$ cat config.mk
export PLATFORM = sky130hd
export DESIGN_NAME = mgt_support_top
export DESIGN_NICKNAME = d
export VERILOG_FILES = /design/src/hw/mgt_support_pkg.sv /design/src/hw/mgt_support_top.sv /design/src/hw/comma_align_detector.sv /design/src/hw/lol_supervisor.sv /design/src/hw/host_cmd_port.sv
export SDC_FILE = /design/constraint.sdc
export NUM_CORES = 1
export LEC_CHECK = 0
export BUFFER_PORTS_ARGS = -buffer_cell sky130_fd_sc_hd__buf_2
export CAP_MARGIN = 40
export CORE_MARGIN = 8
export CORE_UTILIZATION = 46
export CTS_CLUSTER_SIZE = 10
export DETAILED_ROUTE_END_ITERATION = 12
export PLACE_DENSITY_LB_ADDON = 0.25
export SLEW_MARGIN = 0
export SYNTH_ARGS = -nofsm -noshare
export SYNTH_HDL_FRONTEND = slang
export SYNTH_SLANG_ARGS = --single-unit
$ cat constraint.sdc
create_clock -name evgRxClkIn -period 1.6 [get_ports evgRxClkIn]
set_input_delay 0.32 -clock evgRxClkIn [delete_from_list [all_inputs] [get_ports evgRxClkIn]]
set_output_delay 0.32 -clock evgRxClkIn [all_outputs]
set_load 0.02 [all_outputs]
$ cat src/hw/mgt_support_pkg.sv
////////////////////
// shared types and constants for the transceiver support logic:
// reset/status structs, rx word, supervisor states and host opcodes
////////////////////
package mgt_support_pkg;

    ////////////////////
    // widths and constants
    localparam int host_data_w = 32;            // host read data width
    localparam int rst_count_w = 4;             // reported reset-sequence count
    localparam logic [7:0] comma_char = 8'hBC;  // K28.5

    ////////////////////
    // transceiver side
    typedef struct packed {
        logic gt_tx_reset;          // soft tx reset
        logic gt_rx_reset;          // soft rx reset
        logic cpll_reset;           // channel pll reset
    } gt_resets_t;

    typedef struct packed {
        logic cpll_lock;            // async, synced in supervisor
        logic tx_reset_done;
        logic tx_fsm_reset_done;
        logic rx_reset_done;
        logic rx_fsm_reset_done;
    } gt_status_t;

    typedef struct packed {
        logic [15:0] data;          // two 8b10b-decoded bytes
        logic [1:0]  char_is_k;     // per byte K flag
        logic [1:0]  not_in_table;  // per byte decode error
    } rx_word_t;

    // loss-of-lock recovery states
    typedef enum logic [2:0] {
        LOL_CHECK               = 3'd0,
        LOL_WAIT_USER_RESET     = 3'd1,
        LOL_WAIT_USER_RESET_CLR = 3'd2,
        LOL_WAIT_CPLL_LOCK      = 3'd3,
        LOL_WAIT_RESET_DONE     = 3'd4
    } lol_state_e;

    ////////////////////
    // host side
    typedef enum logic [1:0] {
        OP_NOP          = 2'd0,
        OP_WRITE_RESETS = 2'd1,     // load reset register
        OP_READ_STATUS  = 2'd2      // status snapshot only
    } host_op_e;

    typedef struct packed {
        host_op_e   op;
        gt_resets_t resets;         // used by OP_WRITE_RESETS
    } host_cmd_t;

    // status word, msb first, zero-extended onto host data
    typedef struct packed {
        gt_resets_t             resets;
        logic                   rx_aligned;
        gt_status_t             gt_status;
        logic                   loss_of_lock;
        lol_state_e             lol_state;
        logic [rst_count_w-1:0] rst_count;
    } reset_status_t;

endpackage
$ cat src/hw/mgt_support_top.sv
////////////////////
// transceiver support top: host port, lock supervisor,
// alignment detector and status word packing
////////////////////
module mgt_support_top #(
    parameter int lds_needed    = 1024,     // synced lock cycles needed
    parameter int rsts_needed   = 2,        // tx reset sequences to clear latch
    parameter int commas_needed = 60        // commas needed for alignment
) (
    input  logic                                    evgRxClkIn,
    input  logic                                    rst_n_i,
    input  logic                                    host_req_i,
    input  mgt_support_pkg::host_cmd_t              host_cmd_i,
    output logic                                    host_ack_o,
    output logic [mgt_support_pkg::host_data_w-1:0] host_rdata_o,
    input  mgt_support_pkg::gt_status_t             gt_status_i,    // async status lines
    input  mgt_support_pkg::rx_word_t               rx_word_i,
    output mgt_support_pkg::gt_resets_t             gt_resets_o,
    output logic                                    rx_aligned_o,
    output logic                                    loss_of_lock_o
);

    mgt_support_pkg::gt_resets_t                gt_resets;
    mgt_support_pkg::reset_status_t             status;
    mgt_support_pkg::lol_state_e                lol_state;
    logic [mgt_support_pkg::rst_count_w-1:0]    rst_count;
    logic                                       loss_of_lock;
    logic                                       rx_aligned;

    ////////////////////
    // host side
    host_cmd_port u_host_cmd_port (
        .evgRxClkIn   (evgRxClkIn),
        .rst_n_i      (rst_n_i),
        .host_req_i   (host_req_i),
        .host_cmd_i   (host_cmd_i),
        .status_i     (status),
        .host_ack_o   (host_ack_o),
        .host_rdata_o (host_rdata_o),
        .gt_resets_o  (gt_resets)
    );

    ////////////////////
    // pll supervision
    lol_supervisor #(
        .lds_needed  (lds_needed),
        .rsts_needed (rsts_needed)
    ) u_lol_supervisor (
        .evgRxClkIn          (evgRxClkIn),
        .rst_n_i             (rst_n_i),
        .gt_tx_reset_i       (gt_resets.gt_tx_reset),
        .cpll_lock_i         (gt_status_i.cpll_lock),
        .tx_reset_done_i     (gt_status_i.tx_reset_done),
        .tx_fsm_reset_done_i (gt_status_i.tx_fsm_reset_done),
        .loss_of_lock_o      (loss_of_lock),
        .lol_state_o         (lol_state),
        .rst_count_o         (rst_count)
    );

    ////////////////////
    // rx alignment
    comma_align_detector #(
        .commas_needed (commas_needed)
    ) u_comma_align_detector (
        .evgRxClkIn   (evgRxClkIn),
        .rst_n_i      (rst_n_i),
        .rx_word_i    (rx_word_i),
        .rx_aligned_o (rx_aligned)
    );

    // status word for host readback, raw gt status as reported
    assign status = '{resets:       gt_resets,
                      rx_aligned:   rx_aligned,
                      gt_status:    gt_status_i,
                      loss_of_lock: loss_of_lock,
                      lol_state:    lol_state,
                      rst_count:    rst_count};

    assign gt_resets_o    = gt_resets;
    assign rx_aligned_o   = rx_aligned;
    assign loss_of_lock_o = loss_of_lock;

endmodule

$ cat src/hw/comma_align_detector.sv
////////////////////
// receiver alignment from a run of clean comma words
////////////////////
module comma_align_detector #(
    parameter int commas_needed = 60        // consecutive clean commas
) (
    input  logic                        evgRxClkIn,
    input  logic                        rst_n_i,
    input  mgt_support_pkg::rx_word_t   rx_word_i,
    output logic                        rx_aligned_o
);

    localparam int comma_reload = commas_needed - 1;             // runs to -1
    localparam int comma_w      = $clog2(comma_reload + 1) + 1;  // top bit is the flag

    logic [comma_w-1:0] comma_cnt;
    logic               aligned;
    logic               bad_word;
    logic               clean_comma;

    assign aligned = comma_cnt[comma_w-1];

    // decode error on either byte or K on the high byte
    assign bad_word = (rx_word_i.not_in_table != 2'b00) || rx_word_i.char_is_k[1];

    // K28.5 on the low byte
    assign clean_comma = !bad_word && rx_word_i.char_is_k[0]
                         && (rx_word_i.data[7:0] == mgt_support_pkg::comma_char);

    always_ff @(posedge evgRxClkIn) begin
        if (!rst_n_i) begin
            comma_cnt <= comma_w'(comma_reload);
        end else if (bad_word) begin
            comma_cnt <= comma_w'(comma_reload);        // drop alignment, recount
        end else if (!aligned && clean_comma) begin
            comma_cnt <= comma_cnt - comma_w'(1);
        end
        // plain data words leave the count alone
    end

    assign rx_aligned_o = aligned;

    ////////////////////
    // alignment check
    no_rise_after_bad: assert property (
        @(posedge evgRxClkIn) disable iff (!rst_n_i)
        $rose(rx_aligned_o) |-> !$past(bad_word)
    ) else $error("alignment rose right after a bad word");

endmodule

$ cat src/hw/lol_supervisor.sv
////////////////////
// pll loss-of-lock supervision: lock synchronizer, lock-stability
// counter, reset-sequence counter and recovery fsm with loss latch
////////////////////
module lol_supervisor #(
    parameter int lds_needed  = 1024,   // synced lock cycles needed
    parameter int rsts_needed = 2       // full tx reset sequences to clear latch
) (
    input  logic                                        evgRxClkIn,
    input  logic                                        rst_n_i,
    input  logic                                        gt_tx_reset_i,
    input  logic                                        cpll_lock_i,    // async
    input  logic                                        tx_reset_done_i,
    input  logic                                        tx_fsm_reset_done_i,
    output logic                                        loss_of_lock_o,
    output mgt_support_pkg::lol_state_e                 lol_state_o,
    output logic [mgt_support_pkg::rst_count_w-1:0]     rst_count_o
);

    localparam int ld_reload  = lds_needed - 2;             // runs to -1
    localparam int ld_w       = $clog2(ld_reload + 1) + 1;  // extra bit is the flag
    localparam int rst_reload = rsts_needed - 2;
    localparam int rst_w      = mgt_support_pkg::rst_count_w;

    logic                           cpll_lock_m;    // first sync stage
    logic                           cpll_lock_s;    // synced lock
    logic [ld_w-1:0]                ld_cnt;
    logic                           lock_stable;
    logic [rst_w-1:0]               rst_cnt;
    logic                           rsts_done;
    logic                           tx_done;
    logic                           lol_latch;
    mgt_support_pkg::lol_state_e    state;

    assign lock_stable = ld_cnt[ld_w-1];        // set once count passes zero
    assign rsts_done   = rst_cnt[rst_w-1];      // last sequence under way
    assign tx_done     = tx_reset_done_i && tx_fsm_reset_done_i;

    ////////////////////
    // lock synchronizer
    // preset high so a lock already present does not flag a loss at start
    always_ff @(posedge evgRxClkIn) begin
        if (!rst_n_i) begin
            cpll_lock_m <= 1'b1;
            cpll_lock_s <= 1'b1;
        end else begin
            cpll_lock_m <= cpll_lock_i;
            cpll_lock_s <= cpll_lock_m;
        end
    end

    ////////////////////
    // recovery fsm
    always_ff @(posedge evgRxClkIn) begin
        if (!rst_n_i) begin
            state     <= mgt_support_pkg::LOL_CHECK;
            lol_latch <= 1'b0;
            ld_cnt    <= ld_w'(ld_reload);
            rst_cnt   <= rst_w'(rst_reload);
        end else begin
            case (state)
                mgt_support_pkg::LOL_CHECK: begin
                    if (gt_tx_reset_i) begin            // reset at the wrong time
                        rst_cnt <= rst_w'(rst_reload);
                        state   <= mgt_support_pkg::LOL_WAIT_USER_RESET_CLR;
                    end else if (!cpll_lock_s) begin
                        lol_latch <= 1'b1;              // hold until recovered
                        rst_cnt   <= rst_w'(rst_reload);
                        state     <= mgt_support_pkg::LOL_WAIT_USER_RESET;
                    end
                end
                mgt_support_pkg::LOL_WAIT_USER_RESET: begin
                    if (gt_tx_reset_i) begin
                        state <= mgt_support_pkg::LOL_WAIT_USER_RESET_CLR;
                    end
                end
                mgt_support_pkg::LOL_WAIT_USER_RESET_CLR: begin
                    if (!gt_tx_reset_i) begin
                        ld_cnt <= ld_w'(ld_reload);     // start stability window
                        state  <= mgt_support_pkg::LOL_WAIT_CPLL_LOCK;
                    end
                end
                mgt_support_pkg::LOL_WAIT_CPLL_LOCK: begin
                    if (!cpll_lock_s) begin
                        ld_cnt <= ld_w'(ld_reload);     // lock dropped, restart
                    end else if (!lock_stable) begin
                        ld_cnt <= ld_cnt - ld_w'(1);
                    end
                    if (gt_tx_reset_i) begin
                        rst_cnt <= rst_w'(rst_reload);
                        state   <= mgt_support_pkg::LOL_WAIT_USER_RESET_CLR;
                    end else if (lock_stable) begin
                        state <= mgt_support_pkg::LOL_WAIT_RESET_DONE;
                    end
                end
                mgt_support_pkg::LOL_WAIT_RESET_DONE: begin
                    if (gt_tx_reset_i) begin
                        rst_cnt <= rst_w'(rst_reload);
                        state   <= mgt_support_pkg::LOL_WAIT_USER_RESET_CLR;
                    end else if (tx_done) begin
                        if (!rsts_done) begin
                            rst_cnt <= rst_cnt - rst_w'(1);     // one more sequence
                            state   <= mgt_support_pkg::LOL_WAIT_USER_RESET;
                        end else begin
                            lol_latch <= 1'b0;
                            state     <= mgt_support_pkg::LOL_CHECK;
                        end
                    end
                end
                default: begin
                    state <= mgt_support_pkg::LOL_CHECK;
                end
            endcase
        end
    end

    assign loss_of_lock_o = lol_latch;
    assign lol_state_o    = state;
    assign rst_count_o    = rst_cnt;

    ////////////////////
    // supervisor checks
    latch_clear_only_when_done: assert property (
        @(posedge evgRxClkIn) disable iff (!rst_n_i)
        $fell(lol_latch) |->
            (!$past(rst_n_i) || $past(state == mgt_support_pkg::LOL_WAIT_RESET_DONE))
    ) else $error("loss-of-lock latch cleared outside reset-done wait");

    state_legal: assert property (
        @(posedge evgRxClkIn) disable iff (!rst_n_i)
        state inside {mgt_support_pkg::LOL_CHECK,
                      mgt_support_pkg::LOL_WAIT_USER_RESET,
                      mgt_support_pkg::LOL_WAIT_USER_RESET_CLR,
                      mgt_support_pkg::LOL_WAIT_CPLL_LOCK,
                      mgt_support_pkg::LOL_WAIT_RESET_DONE}
    ) else $error("supervisor state out of range");

endmodule

$ cat src/hw/host_cmd_port.sv
////////////////////
// host command port with four-phase req/ack handshake,
// reset-control register and status snapshot
////////////////////
module host_cmd_port (
    input  logic                                      evgRxClkIn,
    input  logic                                      rst_n_i,
    input  logic                                      host_req_i,
    input  mgt_support_pkg::host_cmd_t                host_cmd_i,   // stable while req high
    input  mgt_support_pkg::reset_status_t            status_i,
    output logic                                      host_ack_o,
    output logic [mgt_support_pkg::host_data_w-1:0]   host_rdata_o,
    output mgt_support_pkg::gt_resets_t               gt_resets_o
);

    typedef enum logic {
        HS_IDLE = 1'b0,     // waiting for req
        HS_ACK  = 1'b1      // ack held until req drops
    } hs_state_e;

    hs_state_e                                  hs_state;
    logic [mgt_support_pkg::host_data_w-1:0]    rdata_q;
    mgt_support_pkg::gt_resets_t                resets_q;
    logic                                       accept;

    assign accept = (hs_state == HS_IDLE) && host_req_i;    // new request this edge

    ////////////////////
    // handshake fsm
    always_ff @(posedge evgRxClkIn) begin
        if (!rst_n_i) begin
            hs_state <= HS_IDLE;
        end else begin
            case (hs_state)
                HS_IDLE: begin
                    if (host_req_i) begin
                        hs_state <= HS_ACK;     // ack one cycle after req
                    end
                end
                HS_ACK: begin
                    if (!host_req_i) begin
                        hs_state <= HS_IDLE;    // first edge with req low
                    end
                end
                default: begin
                    hs_state <= HS_IDLE;
                end
            endcase
        end
    end

    ////////////////////
    // command decode, snapshot and reset register
    always_ff @(posedge evgRxClkIn) begin
        if (!rst_n_i) begin
            rdata_q  <= '0;
            resets_q <= '0;                     // all transceiver resets released
        end else if (accept) begin
            // snapshot taken before any write lands
            rdata_q <= mgt_support_pkg::host_data_w'(status_i);
            case (host_cmd_i.op)
                mgt_support_pkg::OP_WRITE_RESETS: begin
                    resets_q <= host_cmd_i.resets;
                end
                mgt_support_pkg::OP_READ_STATUS: begin
                    resets_q <= resets_q;       // read only
                end
                default: begin
                    resets_q <= resets_q;       // nop
                end
            endcase
        end
    end

    assign host_ack_o   = (hs_state == HS_ACK);
    assign host_rdata_o = rdata_q;
    assign gt_resets_o  = resets_q;

    ////////////////////
    // handshake checks
    ack_needs_req: assert property (
        @(posedge evgRxClkIn) disable iff (!rst_n_i)
        $rose(host_ack_o) |-> $past(host_req_i)
    ) else $error("ack raised without a pending req");

    // rdata must not move under the host while it samples
    rdata_stable: assert property (
        @(posedge evgRxClkIn) disable iff (!rst_n_i)
        (host_ack_o && $past(host_ack_o)) |-> $stable(host_rdata_o)
    ) else $error("rdata changed while ack high");

endmodule

# Word-level counts from Yosys, hierarchy flattened
# Cells that the tools add are included.
# word_totals
reg_bits	49
out_inout_bits	38
# classes
n_addsub	3
eq_ne	19
muxes	28
n_bitwise	2
reduce_logical	21
# op_table
cell	count
11-bit two-way mux	3
3-bit two-way mux	8
4-bit two-way mux	6
11-bit one-hot mux with 2 select lines	1
3-bit one-hot mux with 5 select lines	1
2-bit != test (second input constant)	6
4-bit one-hot mux with 3 select lines	1
11-bit by 1-bit subtractor with 11-bit output (second input constant)	1
5-bit AND reduction	2
3-bit != test (second input constant)	3
8-bit == test (second input constant)	1
1-bit two-way mux	7
7-bit by 1-bit subtractor with 7-bit output (second input constant)	1
3-bit by 2-bit == test with 1-bit output (second input constant)	2
3-bit by 2-bit != test with 1-bit output (second input constant)	2
6-bit AND reduction	1
2-bit nonzero test	3
1-bit logical AND	5
2-bit by 1-bit != test with 1-bit output (second input constant)	2
2-bit AND reduction	2
4-bit AND reduction	1
4-bit by 1-bit subtractor with 4-bit output (second input constant)	1
3-bit by 1-bit == test with 1-bit output (second input constant)	1
3-bit == test (second input constant)	1
9 further kinds	11

# Logic depth before layout (Yosys ltp)
# Gate-level depths: netlist of the first run.
# depth
word_depth	6
ltp_mapped	6
mapped_depth_nobuf	6

# By module
# From an unflattened synthesis of the first run, not the netlist that was laid out.
# hier_totals
hier_cells	309
hier_area_um2	2652.5
# modules_own_cells
module	n_inst	cells_each	area_per_inst_um2	seq_area_each_um2
lol_supervisor	1	160	1285.0	420.4
host_cmd_port	1	107	982.2	420.4
comma_align_detector	1	42	385.4	140.1

# Worst setup path after synthesis of the first run
# No wires, ideal clock.
# synth_timing
kind	flip-flop to flip-flop
from	register u_lol_supervisor.state[2], in the netlist u_lol_supervisor.lol_state_o[2]
to	register u_lol_supervisor.ld_cnt[4]
setup_ns	0.130
arrival_time_ns	1.368
t_required_ns	1.470
path_slack_ns	0.102
stages_incl_launch_ff	7
path_buffers	2
path_cell_list	dfxtp_1 buf_6 nand2b_4 or3_4 buf_6 o31ai_1 nand3b_1
# synth_via
elab_chain_cells	3
elab_cells_between_ends	7
# synth_lines
item	line_no	source
start: declaration	lol_supervisor.sv:33	mgt_support_pkg::lol_state_e state;
start signal: assignment	lol_supervisor.sv:56	state <= mgt_support_pkg::LOL_CHECK;
start signal: assignment	lol_supervisor.sv:65	state <= mgt_support_pkg::LOL_WAIT_USER_RESET_CLR;
start signal: assignment	lol_supervisor.sv:69	state <= mgt_support_pkg::LOL_WAIT_USER_RESET;
3-bit by 2-bit == test with 1-bit output	lol_supervisor.sv:61	case (state)
3-bit != test (no line), or another cell as far along	--	
3-bit AND reduction (no line)	--	
end signal: assignment	lol_supervisor.sv:58	ld_cnt <= ld_w'(ld_reload);
end signal: assignment	lol_supervisor.sv:79	ld_cnt <= ld_w'(ld_reload);
end signal: assignment	lol_supervisor.sv:85	ld_cnt <= ld_w'(ld_reload);
end: declaration	lol_supervisor.sv:27	logic [ld_w-1:0] ld_cnt;
# Several ways; a longest one is shown, not always the timed one.
# A chain may end at the register's enable or synchronous reset.

# Worst setup path in the final report of the first run
# layout_timing
from	register u_lol_supervisor.state[1], in the netlist u_lol_supervisor.lol_state_o[1]
to	register u_lol_supervisor.ld_cnt[10]
# layout_via
elab_chain_cells	3
elab_cells_between_ends	6
# layout_lines
item	line_no
3-bit by 2-bit == test with 1-bit output	lol_supervisor.sv:61
2-bit != test (no line) / 2-bit nonzero test (equally long branches)	--
2-bit AND reduction (no line)	--
# Several ways; a longest one is shown, not always the timed one.

==> tab_implementation.tex, run 1 <==
\begin{tabular}{lr}
\hline
Metric & Value \\
\hline
\multicolumn{2}{l}{\textbf{Floorplan}} \\
Core box area & 0.005010 sq mm \\
Number of placement rows & 26 \\
I/O pin total & 71 \\
Die area & 0.007664 sq mm \\
Starting utilization of the core area & 0.4700 \\
Die Width & 87.55 um \\
Die boundary height & 87.55 um \\
\multicolumn{2}{l}{\textbf{Worst setup path}} \\
Data required time of the worst path & 1.85 ns \\
Crit path max-delay family & simple AND/OR/NAND/NOR gates \\
Setup Crit Path Kind & reg -> reg \\
R2r endpoint & u\_lol\_supervisor.ld\_cnt[10] \\
Worst setup EP type & flip-flop \\
WP buf/inv & 1 \\
Worst path max stage delay & 0.40 ns \\
Biggest fanout along the worst timing path & 12 \\
CP Launch Type & flip-flop \\
Internal reg-to-reg setup slack & 0.10 ns \\
Slowest cell on the critical path & sky130\_fd\_sc\_hd\_\_dfxtp\_1 \\
Data arrival time at the worst-slack endpoint & 1.75 ns \\
Worst reg2reg startpoint & u\_lol\_supervisor.lol\_state\_o[1] \\
Cell breakdown of the critical path & buf\_4, and3b\_1, nand3\_1, nor3\_1, a22o\_1 \\
Cell count of the worst reg-to-reg path & 5 \\
\multicolumn{2}{l}{\textbf{Yosys}} \\
Most common flop cell mapped by yosys & sky130\_fd\_sc\_hd\_\_dfxtp\_1 \\
Yosys cell types & 51 \\
Share of the yosys chip area belonging to registers & 0.4166 \\
Count of flip-flops with a built-in enable after synthesis & 0 \\
Number of cells produced by synthesis & 284 \\
Synth Cell Area & 0.002355 sq mm \\
Synth Register Bits & 49 \\
Fraction of registers with async set or reset after synthesis & 0 \\
Number of warnings issued by yosys & 0 \\
Synthesized area per cell & 8.291 sq um \\
\multicolumn{2}{l}{\textbf{Placed design}} \\
HPWL after detailed placement & 3866 um \\
Count of placed standard cells including taps & 399 \\
Worst slack after detailed placement & 0.03053 ns \\
Routability-driven placement congestion ratio & 0.8306 \\
Count of port buffers added during placement & 47 \\
\multicolumn{2}{l}{\textbf{Run status}} \\
Result of the run & finished, final reports clean \\
\multicolumn{2}{l}{\textbf{Route}} \\
Final WL & 5177 um \\
Routed vias & 2057 \\
Router iterations before antenna repair & 4 \\
Drt first-iter violations & 146 \\
Number of routed nets with antenna violations & 0 \\
Vias/cell & 5.054 \\
\# DRC & 0 \\
Mean routed wirelength per cell & 12.72 um \\
\multicolumn{2}{l}{\textbf{Clocking}} \\
Clock tree from TritonCTS & done \\
Clock-pin slew reported for the worst setup and hold paths after clock tree synthesis & 0.10 ns \\
Setup Buffers After CTS & 0 \\
Clk Latency, worst-skew pair & 0.30 ns \\
Number of sinks on the clock net & 49 \\
Number of H-tree branching levels & 2 \\
Maximum count of clock buffers along a single path & 2 \\
Number of buffers created by CTS & 5 \\
Root buffer cell & sky130\_fd\_sc\_hd\_\_clkbuf\_8 \\
\multicolumn{2}{l}{\textbf{STA}} \\
Hold slack & 0.2189 ns \\
Unrepaired setup endpoints after global routing & no \\
Max-slew violation count & 0 \\
Worst-case setup margin in the final layout & 0.1039 ns \\
Fin crit period & 1.496 ns \\
Maximum frequency from static timing analysis & 668.4 MHz \\
Ratio of final minimum period to clock period & 0.9350 \\
Final number of hold-violating endpoints & 0 \\
\# setup viols final & 0 \\
Max Clock Skew & 0.01126 ns \\
Aggregate negative setup slack & 0 ns \\
\multicolumn{2}{l}{\textbf{Global routing}} \\
Global router's overall resource usage & 0.1421 \\
Number of antenna violations at the first check in global routing & 0 \\
Number of global-route vias before repair & 2038 \\
Largest net degree at the start of global routing & 18 \\
Overall overflow remaining after global route & 0 \\
First-pass GRT wire length & 8749 um \\
\multicolumn{2}{l}{\textbf{Final layout}} \\
Layout cell share with drive strength beyond 1 & 0.2344 \\
Total of fill cells in the finished design & 481 \\
Final nets & 372 \\
Sequential standard cell area & 982.2 sq um \\
Most frequent cells in the layout & sky130\_fd\_sc\_hd\_\_dfxtp\_1, sky130\_fd\_sc\_hd\_\_nand2\_1, sky130\_fd\_sc\_hd\_\_buf\_2, sky130\_fd\_sc\_hd\_\_a21oi\_1, sky130\_fd\_sc\_hd\_\_buf\_4 \\
Multi-input gate area in the final layout & 0.001171 sq mm \\
Most common cell after layout, fill and taps aside & sky130\_fd\_sc\_hd\_\_dfxtp\_1 \\
Number of antenna cells inserted & 0 \\
Non-filler cells in the finished layout & 407 \\
Signed area change from the synthesized netlist to the final layout & 16.31\% \\
\multicolumn{2}{l}{\textbf{Power and ir drop}} \\
Power per Cell Area & 826.0 mW/mm\^{}2 \\
Max IR drop VDD & 0.5765 mV \\
Overall power & 2.262 mW \\
Leakage power of the design & 1.170 nW \\
\multicolumn{2}{l}{\textbf{Min path}} \\
Min-Delay Path Class & in -> reg \\
Hold Path Depth & 2 \\
Worst min-delay path startpoint & gt\_status\_i[4] \\
WHS Endpoint & u\_lol\_supervisor.cpll\_lock\_m \\
\multicolumn{2}{l}{\textbf{Run}} \\
Number of max-capacitance violations reported & 0 \\
\hline
\end{tabular}
-- stage by stage --
step	utilization	area, sq um
final	0.5467	2739
after global routing	0.5467	2739
after CTS	0.5465	2738
after detailed placement	0.5277	2644
after global placement	0.5277	2644
after floorplan	-	2407
-- worst max path at each step --
stage                                          startpoint                                   to  depth (start not counted)
final                     u_lol_supervisor.lol_state_o[1]          u_lol_supervisor.ld_cnt[10]                          5
after global routing      u_lol_supervisor.lol_state_o[1]          u_lol_supervisor.ld_cnt[10]                          5
after CTS                 u_lol_supervisor.lol_state_o[2]           u_lol_supervisor.ld_cnt[4]                          4
after detailed placement                     rx_word_i[5]  u_comma_align_detector.comma_cnt[5]                          5
after global placement                       rx_word_i[5]  u_comma_align_detector.comma_cnt[5]                          5
after floorplan           u_lol_supervisor.lol_state_o[2]           u_lol_supervisor.ld_cnt[4]                          6
-- cells by family after synthesis --
group | Yosys count | synth area share
simple gates | 120 | 0.2816
compound gates | 61 | 0.1557
flops | 49 | 0.4166
buf+inv | 45 | 0.1084
fa+ha+maj | 3 | 0.01594
mux | 3 | 0.01275
xor+xnor | 2 | 0.007440
other cells | 1 | 0.001593
-- where the power goes --
group	switching [mW]	leakage, nW	total [mW]	internal (mW)
registers	0.0169	0.398	1.26	1.24
logic	0.160	0.727	0.251	0.0906
clock network	0.436	0.0447	0.752	0.316
total	0.613	1.17	2.26	1.65
-- worst register-to-register path: cells and delay by family (launching register included) --
| kind | cells | cell delay (ns) |
|---|---|---|
| and+or+nand+nor | 3 | 0.68 |
| DFF | 1 | 0.40 |
| buffers and inverters | 1 | 0.20 |
| AOI/OAI and AO/OA | 1 | 0.16 |
-- layout make-up --
| cell class | count | share of cell area |
|---|---|---|
| Inverter | 13 | 0.01782 |
| Timing Repair Buffer | 63 | 0.1297 |
| Multi-Input combinational cell | 204 | 0.4276 |
| Clock buffer | 5 | 0.02513 |
| Clock inverter | 3 | 0.009137 |
| Tap cell | 70 | 0.03198 |
| Sequential cell | 49 | 0.3586 |
-- sequential cells by signal (all words and copies together), names as in the netlist --
signal                            cells
u_lol_supervisor.cpll_lock_s          1
u_lol_supervisor.ld_cnt              11
u_lol_supervisor.lol_state_o          3
u_lol_supervisor.cpll_lock_m          1
u_host_cmd_port.host_rdata_o         17
u_comma_align_detector.comma_cnt      7
u_host_cmd_port.host_ack_o            1
u_lol_supervisor.rst_count_o          4
u_lol_supervisor.loss_of_lock_o       1
u_host_cmd_port.gt_resets_o           3
-- synth_stat cells (all sizes together) (2+ instances only) --
cell type / n / area [sq um]
nor2: 13 / 48.80
a211oi: 2 / 15.01
nor4b: 2 / 17.52
a21oi: 27 / 135.1
inv: 13 / 48.80
nand3: 4 / 20.02
nand3b: 2 / 15.01
xnor2: 2 / 17.52
dfxtp: 49 / 980.9
o21ai: 14 / 70.07
nand4: 4 / 25.02
and3: 6 / 37.54
a31oi: 3 / 18.77
nor2b: 3 / 18.77
and4: 4 / 35.03
ha: 3 / 37.54
buf: 24 / 176.4
nand2b: 6 / 45.04
mux2i: 3 / 30.03
o211ai: 2 / 15.01
o2bb2ai: 2 / 17.52
a22oi: 2 / 15.01
nor3: 11 / 60.06
nor4: 7 / 65.06
nor4bb: 2 / 20.02
and2: 2 / 12.51
clkbuf: 8 / 30.03
or3: 3 / 23.77
nand2: 47 / 176.4
-- metal layers --
metal | track usage | routed length [um] | part of all wire
met4 | 0.06406 | 78 | 0.015
met1 | 0.1687 | 2393 | 0.46
met2 | 0.2335 | 2430 | 0.47
met5 | 0 | 0 | 0
met3 | 0.03846 | 274 | 0.053
-- timing repair --
| item | CTS | global route |
|---|---|---|
| gates resized for setup | 0 | 1 |
| setup endpoints to repair | 0 | 1 |
| hold buffers | 0 | 0 |
Note: power is estimated with default switching activity, not from simulation.
==> run 2: changes to the inputs <==
--- a/config.mk
+++ b/config.mk
@@ -12,6 +12,7 @@
 export CTS_CLUSTER_SIZE = 10
 export DETAILED_ROUTE_END_ITERATION = 12
 export PLACE_DENSITY_LB_ADDON = 0.25
+export REMOVE_ABC_BUFFERS = 1
 export SLEW_MARGIN = 0
 export SYNTH_ARGS = -nofsm -noshare
 export SYNTH_HDL_FRONTEND = slang
==> run 2 against run 1 <==
Against the previous run:
- worst setup slack got worse by 0.032 ns
- sequential power about the same
- non-clock buffer count increased by 3
- combinational power hardly changed
- power up 7.7%
- clock power up 23%
- critical endpoint is now u_lol_supervisor.ld_cnt[5]
- largest cell class unchanged
- highest routed layer unchanged
==> tab_implementation.tex, run 2 (synthesis results as in run 1) <==
\begin{tabular}{lr}
\hline
Metric & Value \\
\hline
\multicolumn{2}{l}{\textbf{Final layout}} \\
Signed area change from the synthesized netlist to the final layout & 18.81\% \\
Most common cell after layout, fill and taps aside & sky130\_fd\_sc\_hd\_\_dfxtp\_1 \\
Flip-flop count of the largest register, all copies and words added & 17 (unchanged) \\
Most frequent cells in the layout & sky130\_fd\_sc\_hd\_\_dfxtp\_1, sky130\_fd\_sc\_hd\_\_nand2\_1, sky130\_fd\_sc\_hd\_\_buf\_2, sky130\_fd\_sc\_hd\_\_a21oi\_1, sky130\_fd\_sc\_hd\_\_buf\_4 \\
Layout cell share with drive strength beyond 1 & 0.2471 (+0.01264) \\
Final nets & 375 (+0.81\%) \\
Non-filler cells in the finished layout & 410 (+0.74\%) \\
Number of antenna cells inserted & 0 (unchanged) \\
Total of fill cells in the finished design & 498 (+3.5\%) \\
Multi-input gate area in the final layout & 0.001181 sq mm (+0.85\%) \\
Sequential standard cell area & 982.2 sq um (unchanged) \\
\multicolumn{2}{l}{\textbf{Worst setup path}} \\
Crit path max-delay family & simple AND/OR/NAND/NOR gates \\
Slowest cell on the critical path & sky130\_fd\_sc\_hd\_\_or3\_4 \\
WP buf/inv & 0 (-1) \\
Worst path max stage delay & 0.41 ns (about the same) \\
Depth of the critical timing path with buffers and inverters included & 4 (-1) \\
Data required time of the worst path & 1.79 ns (-0.06 ns) \\
Setup Crit Path Kind & reg -> reg \\
Worst setup EP type & flip-flop \\
Cell count of the worst reg-to-reg path & 4 (-1) \\
Biggest fanout along the worst timing path & 5 (-7) \\
Data arrival time at the worst-slack endpoint & 1.72 ns (-0.03 ns) \\
Cell breakdown of the critical path & or3\_4, nor4\_4, and3\_1, o21ai\_0 \\
CP Launch Type & flip-flop \\
\multicolumn{2}{l}{\textbf{Power and ir drop}} \\
Leakage power of the design & 1.202 nW (+2.7\%) \\
Switching share of power & 0.2442 (-0.02663) \\
Max IR drop VDD & 0.6312 mV (+9.5\%) \\
Switching power total & 595.2 uW (-2.9\%) \\
Clock network fraction of design power & 0.381 (+0.049) \\
Power per Cell Area & 871.1 mW/mm\^{}2 (+5.5\%) \\
Internal power summed over all cells & 1.842 mW (+12\%) \\
Part of the power in combinational logic & 0.102 (-0.009) \\
Share of total power in sequential cells & 0.517 (-0.040) \\
\multicolumn{2}{l}{\textbf{Global routing}} \\
Overall overflow remaining after global route & 0 (unchanged) \\
Number of global-route vias before repair & 1882 (-7.7\%) \\
First-pass GRT wire length & 8521 um (-2.6\%) \\
Number of antenna violations at the first check in global routing & 0 (unchanged) \\
Largest net degree at the start of global routing & 18 (unchanged) \\
Global router's overall resource usage & 0.1353 (-0.006743) \\
\multicolumn{2}{l}{\textbf{Floorplan}} \\
Die Width & 87.55 um (unchanged) \\
Starting utilization of the core area & 0.4700 (unchanged) \\
Die area & 0.007664 sq mm (unchanged) \\
Die boundary height & 87.55 um (unchanged) \\
Number of placement rows & 26 (unchanged) \\
I/O pin total & 71 (unchanged) \\
Core box area & 0.005010 sq mm (unchanged) \\
\multicolumn{2}{l}{\textbf{STA}} \\
Ratio of final minimum period to clock period & 0.9548 (+0.01977) \\
Max-slew violation count & 0 (unchanged) \\
Aggregate negative setup slack & 0 ns (unchanged) \\
Final number of hold-violating endpoints & 0 (unchanged) \\
Max Clock Skew & 0.007465 ns (-0.003796 ns) \\
Fin crit period & 1.528 ns (+0.03163 ns) \\
Maximum frequency from static timing analysis & 654.6 MHz (-2.1\%) \\
\# setup viols final & 0 (unchanged) \\
\multicolumn{2}{l}{\textbf{Route}} \\
Router iterations before antenna repair & 4 (unchanged) \\
Vias/cell & 5.007 (-0.92\%) \\
Mean routed wirelength per cell & 12.72 um (about the same) \\
\# DRC & 0 (unchanged) \\
Number of routed nets with antenna violations & 0 (unchanged) \\
Final WL & 5214 um (+0.71\%) \\
Routed vias & 2053 (-0.19\%) \\
Drt first-iter violations & 78 (-47\%) \\
\multicolumn{2}{l}{\textbf{Placed design}} \\
Routability-driven placement congestion ratio & 0.8061 (-2.9\%) \\
HPWL after detailed placement & 3805 um (-1.6\%) \\
Count of port buffers added during placement & 47 (unchanged) \\
Count of placed standard cells including taps & 401 (+0.50\%) \\
\multicolumn{2}{l}{\textbf{Clocking}} \\
Maximum count of clock buffers along a single path & 2 (unchanged) \\
Number of sinks on the clock net & 49 (unchanged) \\
Hold bufs inserted after CTS & 0 (unchanged) \\
Clock-pin slew reported for the worst setup and hold paths after clock tree synthesis & 0.09 ns (about the same) \\
Clock tree from TritonCTS & done \\
Root buffer cell & sky130\_fd\_sc\_hd\_\_clkbuf\_8 \\
Clk Latency, worst-skew pair & 0.30 ns (about the same) \\
Number of buffers created by CTS & 5 (unchanged) \\
Number of H-tree branching levels & 2 (unchanged) \\
\multicolumn{2}{l}{\textbf{Run}} \\
Number of max-capacitance violations reported & 0 (unchanged) \\
\multicolumn{2}{l}{\textbf{Run status}} \\
Result of the run & finished, final reports clean \\
\multicolumn{2}{l}{\textbf{Min path}} \\
Hold Path Depth & 2 (unchanged) \\
Min-Delay Path Class & in -> reg \\
\hline
\end{tabular}
[run 2: changes by cell type in the layout (fill, tap and decap cells not counted), sizes merged]
cell and delta:
buf +3, bufinv +1, clkbuf +1, clkinv -1, inv -1
[run 2: metrics by stage]
step                      area, sq um    util  power [mW]  worst slack, ns  hold slack [ns]
after CTS                        2779  0.5547       2.467          0.09598           0.1967
final                            2798  0.5584       2.437          0.07232           0.2037
after detailed placement         2659  0.5307       1.538          0.02696           0.3930
after global routing             2798  0.5584       2.536         -0.02783           0.2004
after global placement           2659  0.5307       1.535          0.07169           0.3892
after floorplan                  2201       -       1.433          0.01118           0.3863
[run 2: final timing paths]
kind	from	endpoint	slack [ns]
max	u_lol_supervisor.ld_cnt[2]	u_lol_supervisor.ld_cnt[5]	0.07
min	gt_status_i[4]	u_lol_supervisor.cpll_lock_m	0.20
max reg2reg	u_lol_supervisor.ld_cnt[2]	u_lol_supervisor.ld_cnt[5]	0.07
min reg2reg	u_lol_supervisor.cpll_lock_m	u_lol_supervisor.cpll_lock_s	0.41
[run 2: area by class of cell]
class                      instances  share of cell area
clock buffer                       6             0.02952
timing repair buffer              66              0.1351
sequential                        49              0.3511
multi-input combinational        204              0.4222
inverter                          13             0.01744
clock inverter                     2             0.01342
tap                               70             0.03131
[run 2: timing repair]
item	4_1_cts	5_1_grt
buffers inserted	0	1
setup endpoints to repair	0	2
resized for setup	0	4
[run 2: power by group through the flow]
| stage | clock network [mW] | registers, mW | logic (mW) |
|---|---|---|---|
| after floorplan | 0 | 1.31 | 0.119 |
| after global placement | 0 | 1.29 | 0.247 |
| after detailed placement | 0 | 1.29 | 0.249 |
| after CTS | 0.956 | 1.26 | 0.250 |
| after global routing | 0.996 | 1.26 | 0.275 |
| final | 0.928 | 1.26 | 0.249 |
[run 2: per-layer routing]
| metal | track usage | vias up | wire [um] |
|---|---|---|---|
| met2 | 0.2204 | 48 | 2383 |
| met3 | 0.04034 | 6 | 355 |
| met1 | 0.1663 | 924 | 2423 |
| li1 | - | 1075 | - |
| met4 | 0.04375 | 0 | 51 |
| met5 | 0 | - | 0 |
==> run 3: changes to the inputs <==
--- a/config.mk
+++ b/config.mk
@@ -7,6 +7,7 @@
 export LEC_CHECK = 0
 export BUFFER_PORTS_ARGS = -buffer_cell sky130_fd_sc_hd__buf_2
 export CAP_MARGIN = 40
+export CORE_ASPECT_RATIO = 0.5
 export CORE_MARGIN = 8
 export CORE_UTILIZATION = 46
 export CTS_CLUSTER_SIZE = 10
==> run 3 against run 2 <==
Against the previous run:
- combinational power rose by 2%
- sequential power about the same
- die area is 1.8% higher
- worst setup slack gained 0.039 ns
- routed wire length increased by 1.5%
- first-iteration DRC count grew 6.4%
- via count rose by 1.6%
- global-route usage rose by 0.28 points
==> tab_implementation.tex, run 3 (synthesis results as in run 1) <==
\begin{tabular}{lr}
\hline
Metric & Value \\
\hline
\multicolumn{2}{l}{\textbf{Run status}} \\
Result of the run & finished, final reports clean \\
\multicolumn{2}{l}{\textbf{Global routing}} \\
Global router's overall resource usage & 0.1382 (+0.002832) \\
Number of global-route vias before repair & 1947 (+3.5\%) \\
Met1 routing resource usage after global routing & 0.1650 (-0.001300) \\
Largest net degree at the start of global routing & 24 (+6) \\
Number of antenna violations at the first check in global routing & 0 (unchanged) \\
Most utilized layer in the global route result & met2 \\
Overall overflow remaining after global route & 0 (unchanged) \\
GR Util met3 & 0.03968 (-0.0006623) \\
First-pass GRT wire length & 8680 um (+1.9\%) \\
GRT met2 Usage & 0.2353 (+0.01495) \\
\multicolumn{2}{l}{\textbf{Final layout}} \\
Final nets & 371 (-1.1\%) \\
Number of antenna cells inserted & 0 (unchanged) \\
Layout cell share with drive strength beyond 1 & 0.2275 (-0.01951) \\
Most common cell after layout, fill and taps aside & sky130\_fd\_sc\_hd\_\_dfxtp\_1 \\
Utilization after layout & 0.5497 (-0.008721) \\
Most frequent cells in the layout & sky130\_fd\_sc\_hd\_\_dfxtp\_1, sky130\_fd\_sc\_hd\_\_nand2\_1, sky130\_fd\_sc\_hd\_\_buf\_2, sky130\_fd\_sc\_hd\_\_a21oi\_1 \\
Area of all placed cells without fillers & 0.002711 sq mm (-3.1\%) \\
Non-filler cells in the finished layout & 404 (-1.5\%) \\
Flip-flop count of the largest register, all copies and words added & 17 (unchanged) \\
Signed area change from the synthesized netlist to the final layout & 15.14\% \\
\multicolumn{2}{l}{\textbf{Floorplan}} \\
Number of placement rows & 18 (-31\%) \\
Die boundary height & 66.59 um (-24\%) \\
I/O pin total & 71 (unchanged) \\
Core box area & 0.004932 sq mm (-1.5\%) \\
Die Width & 117.2 um (+34\%) \\
Die area & 0.007803 sq mm (+1.8\%) \\
Starting utilization of the core area & 0.4774 (+0.007393) \\
\multicolumn{2}{l}{\textbf{Clocking}} \\
Maximum count of clock buffers along a single path & 2 (unchanged) \\
Hold bufs inserted after CTS & 0 (unchanged) \\
Number of buffers created by CTS & 5 (unchanged) \\
Root buffer cell & sky130\_fd\_sc\_hd\_\_clkbuf\_8 \\
Number of sinks on the clock net & 49 (unchanged) \\
Setup Buffers After CTS & 0 (unchanged) \\
Clock-pin slew reported for the worst setup and hold paths after clock tree synthesis & 0.08 ns (about the same) \\
Number of H-tree branching levels & 2 (unchanged) \\
Clk Latency, worst-skew pair & 0.30 ns (about the same) \\
Clock tree from TritonCTS & done \\
Post-CTS Resized & 0 (unchanged) \\
\multicolumn{2}{l}{\textbf{Worst setup path}} \\
Crit path max-delay family & simple AND/OR/NAND/NOR gates \\
Data required time of the worst path & 1.78 ns (about the same) \\
WP buf/inv & 0 (unchanged) \\
CP Launch Type & flip-flop \\
Cell breakdown of the critical path & nand2b\_4, or3\_4, o31ai\_1, nand3b\_1 \\
Setup Crit Path Kind & reg -> reg \\
Worst setup EP type & flip-flop \\
Data arrival time at the worst-slack endpoint & 1.67 ns (-0.05 ns) \\
Biggest fanout along the worst timing path & 10 (+5) \\
Worst path max stage delay & 0.46 ns (+0.05 ns) \\
Slowest cell on the critical path & sky130\_fd\_sc\_hd\_\_or3\_4 \\
\multicolumn{2}{l}{\textbf{Power and ir drop}} \\
Leakage power of the design & 1.162 nW (-3.3\%) \\
Power per Cell Area & 803.7 mW/mm\^{}2 (-7.7\%) \\
Max IR drop VDD & 0.3761 mV (-40\%) \\
\multicolumn{2}{l}{\textbf{Route}} \\
Router iterations before antenna repair & 4 (unchanged) \\
Number of routed nets with antenna violations & 0 (unchanged) \\
Final WL & 5292 um (+1.5\%) \\
\# DRC & 0 (unchanged) \\
Mean routed wirelength per cell & 13.10 um (+3.0\%) \\
Drt first-iter violations & 83 (+6.4\%) \\
Vias/cell & 5.163 (+3.1\%) \\
Routed vias & 2086 (+1.6\%) \\
\multicolumn{2}{l}{\textbf{Placed design}} \\
HPWL after detailed placement & 3957 um (+4.0\%) \\
Count of port buffers added during placement & 47 (unchanged) \\
Routability-driven placement congestion ratio & 0.8081 (+0.25\%) \\
Post-detailed-placement cell area & 0.002636 sq mm (-0.85\%) \\
Count of placed standard cells including taps & 398 (-0.75\%) \\
\multicolumn{2}{l}{\textbf{STA}} \\
\# setup viols final & 0 (unchanged) \\
Max-slew violation count & 0 (unchanged) \\
Final number of hold-violating endpoints & 0 (unchanged) \\
Maximum frequency from static timing analysis & 671.7 MHz (+2.6\%) \\
Max Clock Skew & 0.001777 ns (-0.005689 ns) \\
Ratio of final minimum period to clock period & 0.9305 (-0.02426) \\
Fin crit period & 1.489 ns (-0.03882 ns) \\
Aggregate negative setup slack & 0 ns (unchanged) \\
Unrepaired setup endpoints after global routing & yes \\
\multicolumn{2}{l}{\textbf{Min path}} \\
Min-Delay Path Class & in -> reg \\
\multicolumn{2}{l}{\textbf{Run}} \\
Number of max-capacitance violations reported & 0 (unchanged) \\
\hline
\end{tabular}
run 3: power breakdown:
group	internal (mW)	total, mW	switching, mW
Clock	0.288	0.666	0.378
Combinational	0.0899	0.253	0.163
Sequential	1.24	1.26	0.0176
run 3: per-layer routing:
layer / wire [um] / vias up / part of all wire
met5: 0 / - / 0
met4: 57 / 0 / 0.011
met3: 503 / 8 / 0.095
met2: 2348 / 64 / 0.44
met1: 2383 / 955 / 0.45
li1: - / 1059 / -
run 3: worst paths after layout:
kind	slack, ns	end	cells past startpoint	startpoint
max	0.11	u_lol_supervisor.ld_cnt[4]	4	u_lol_supervisor.lol_state_o[2]
min	0.23	u_lol_supervisor.cpll_lock_m	2	gt_status_i[4]
max reg2reg	0.11	u_lol_supervisor.ld_cnt[4]	4	u_lol_supervisor.lol_state_o[2]
min reg2reg	0.42	u_lol_supervisor.cpll_lock_s	1	u_lol_supervisor.cpll_lock_m
run 3: cell type report:
type | instances | area (sq um)
multi-input cells | 204 | 1171
clock inverters | 1 | 5.005
clock buffers | 5 | 68.82
well taps | 70 | 87.58
repair buffers | 62 | 347.8
fillers | 471 | 2221
inverters | 13 | 48.80
flip-flops and latches | 49 | 982.2
run 3: through the flow:
step	setup slack [ns]	hold WS (ns)	total power [mW]
floorplan	0.01118	0.3863	1.433
global placement	0.08858	0.3959	1.534
detailed placement	0.04089	0.4027	1.540
CTS	0.07237	0.2190	2.207
global route	-0.002629	0.2207	2.280
finish	0.1111	0.2276	2.179
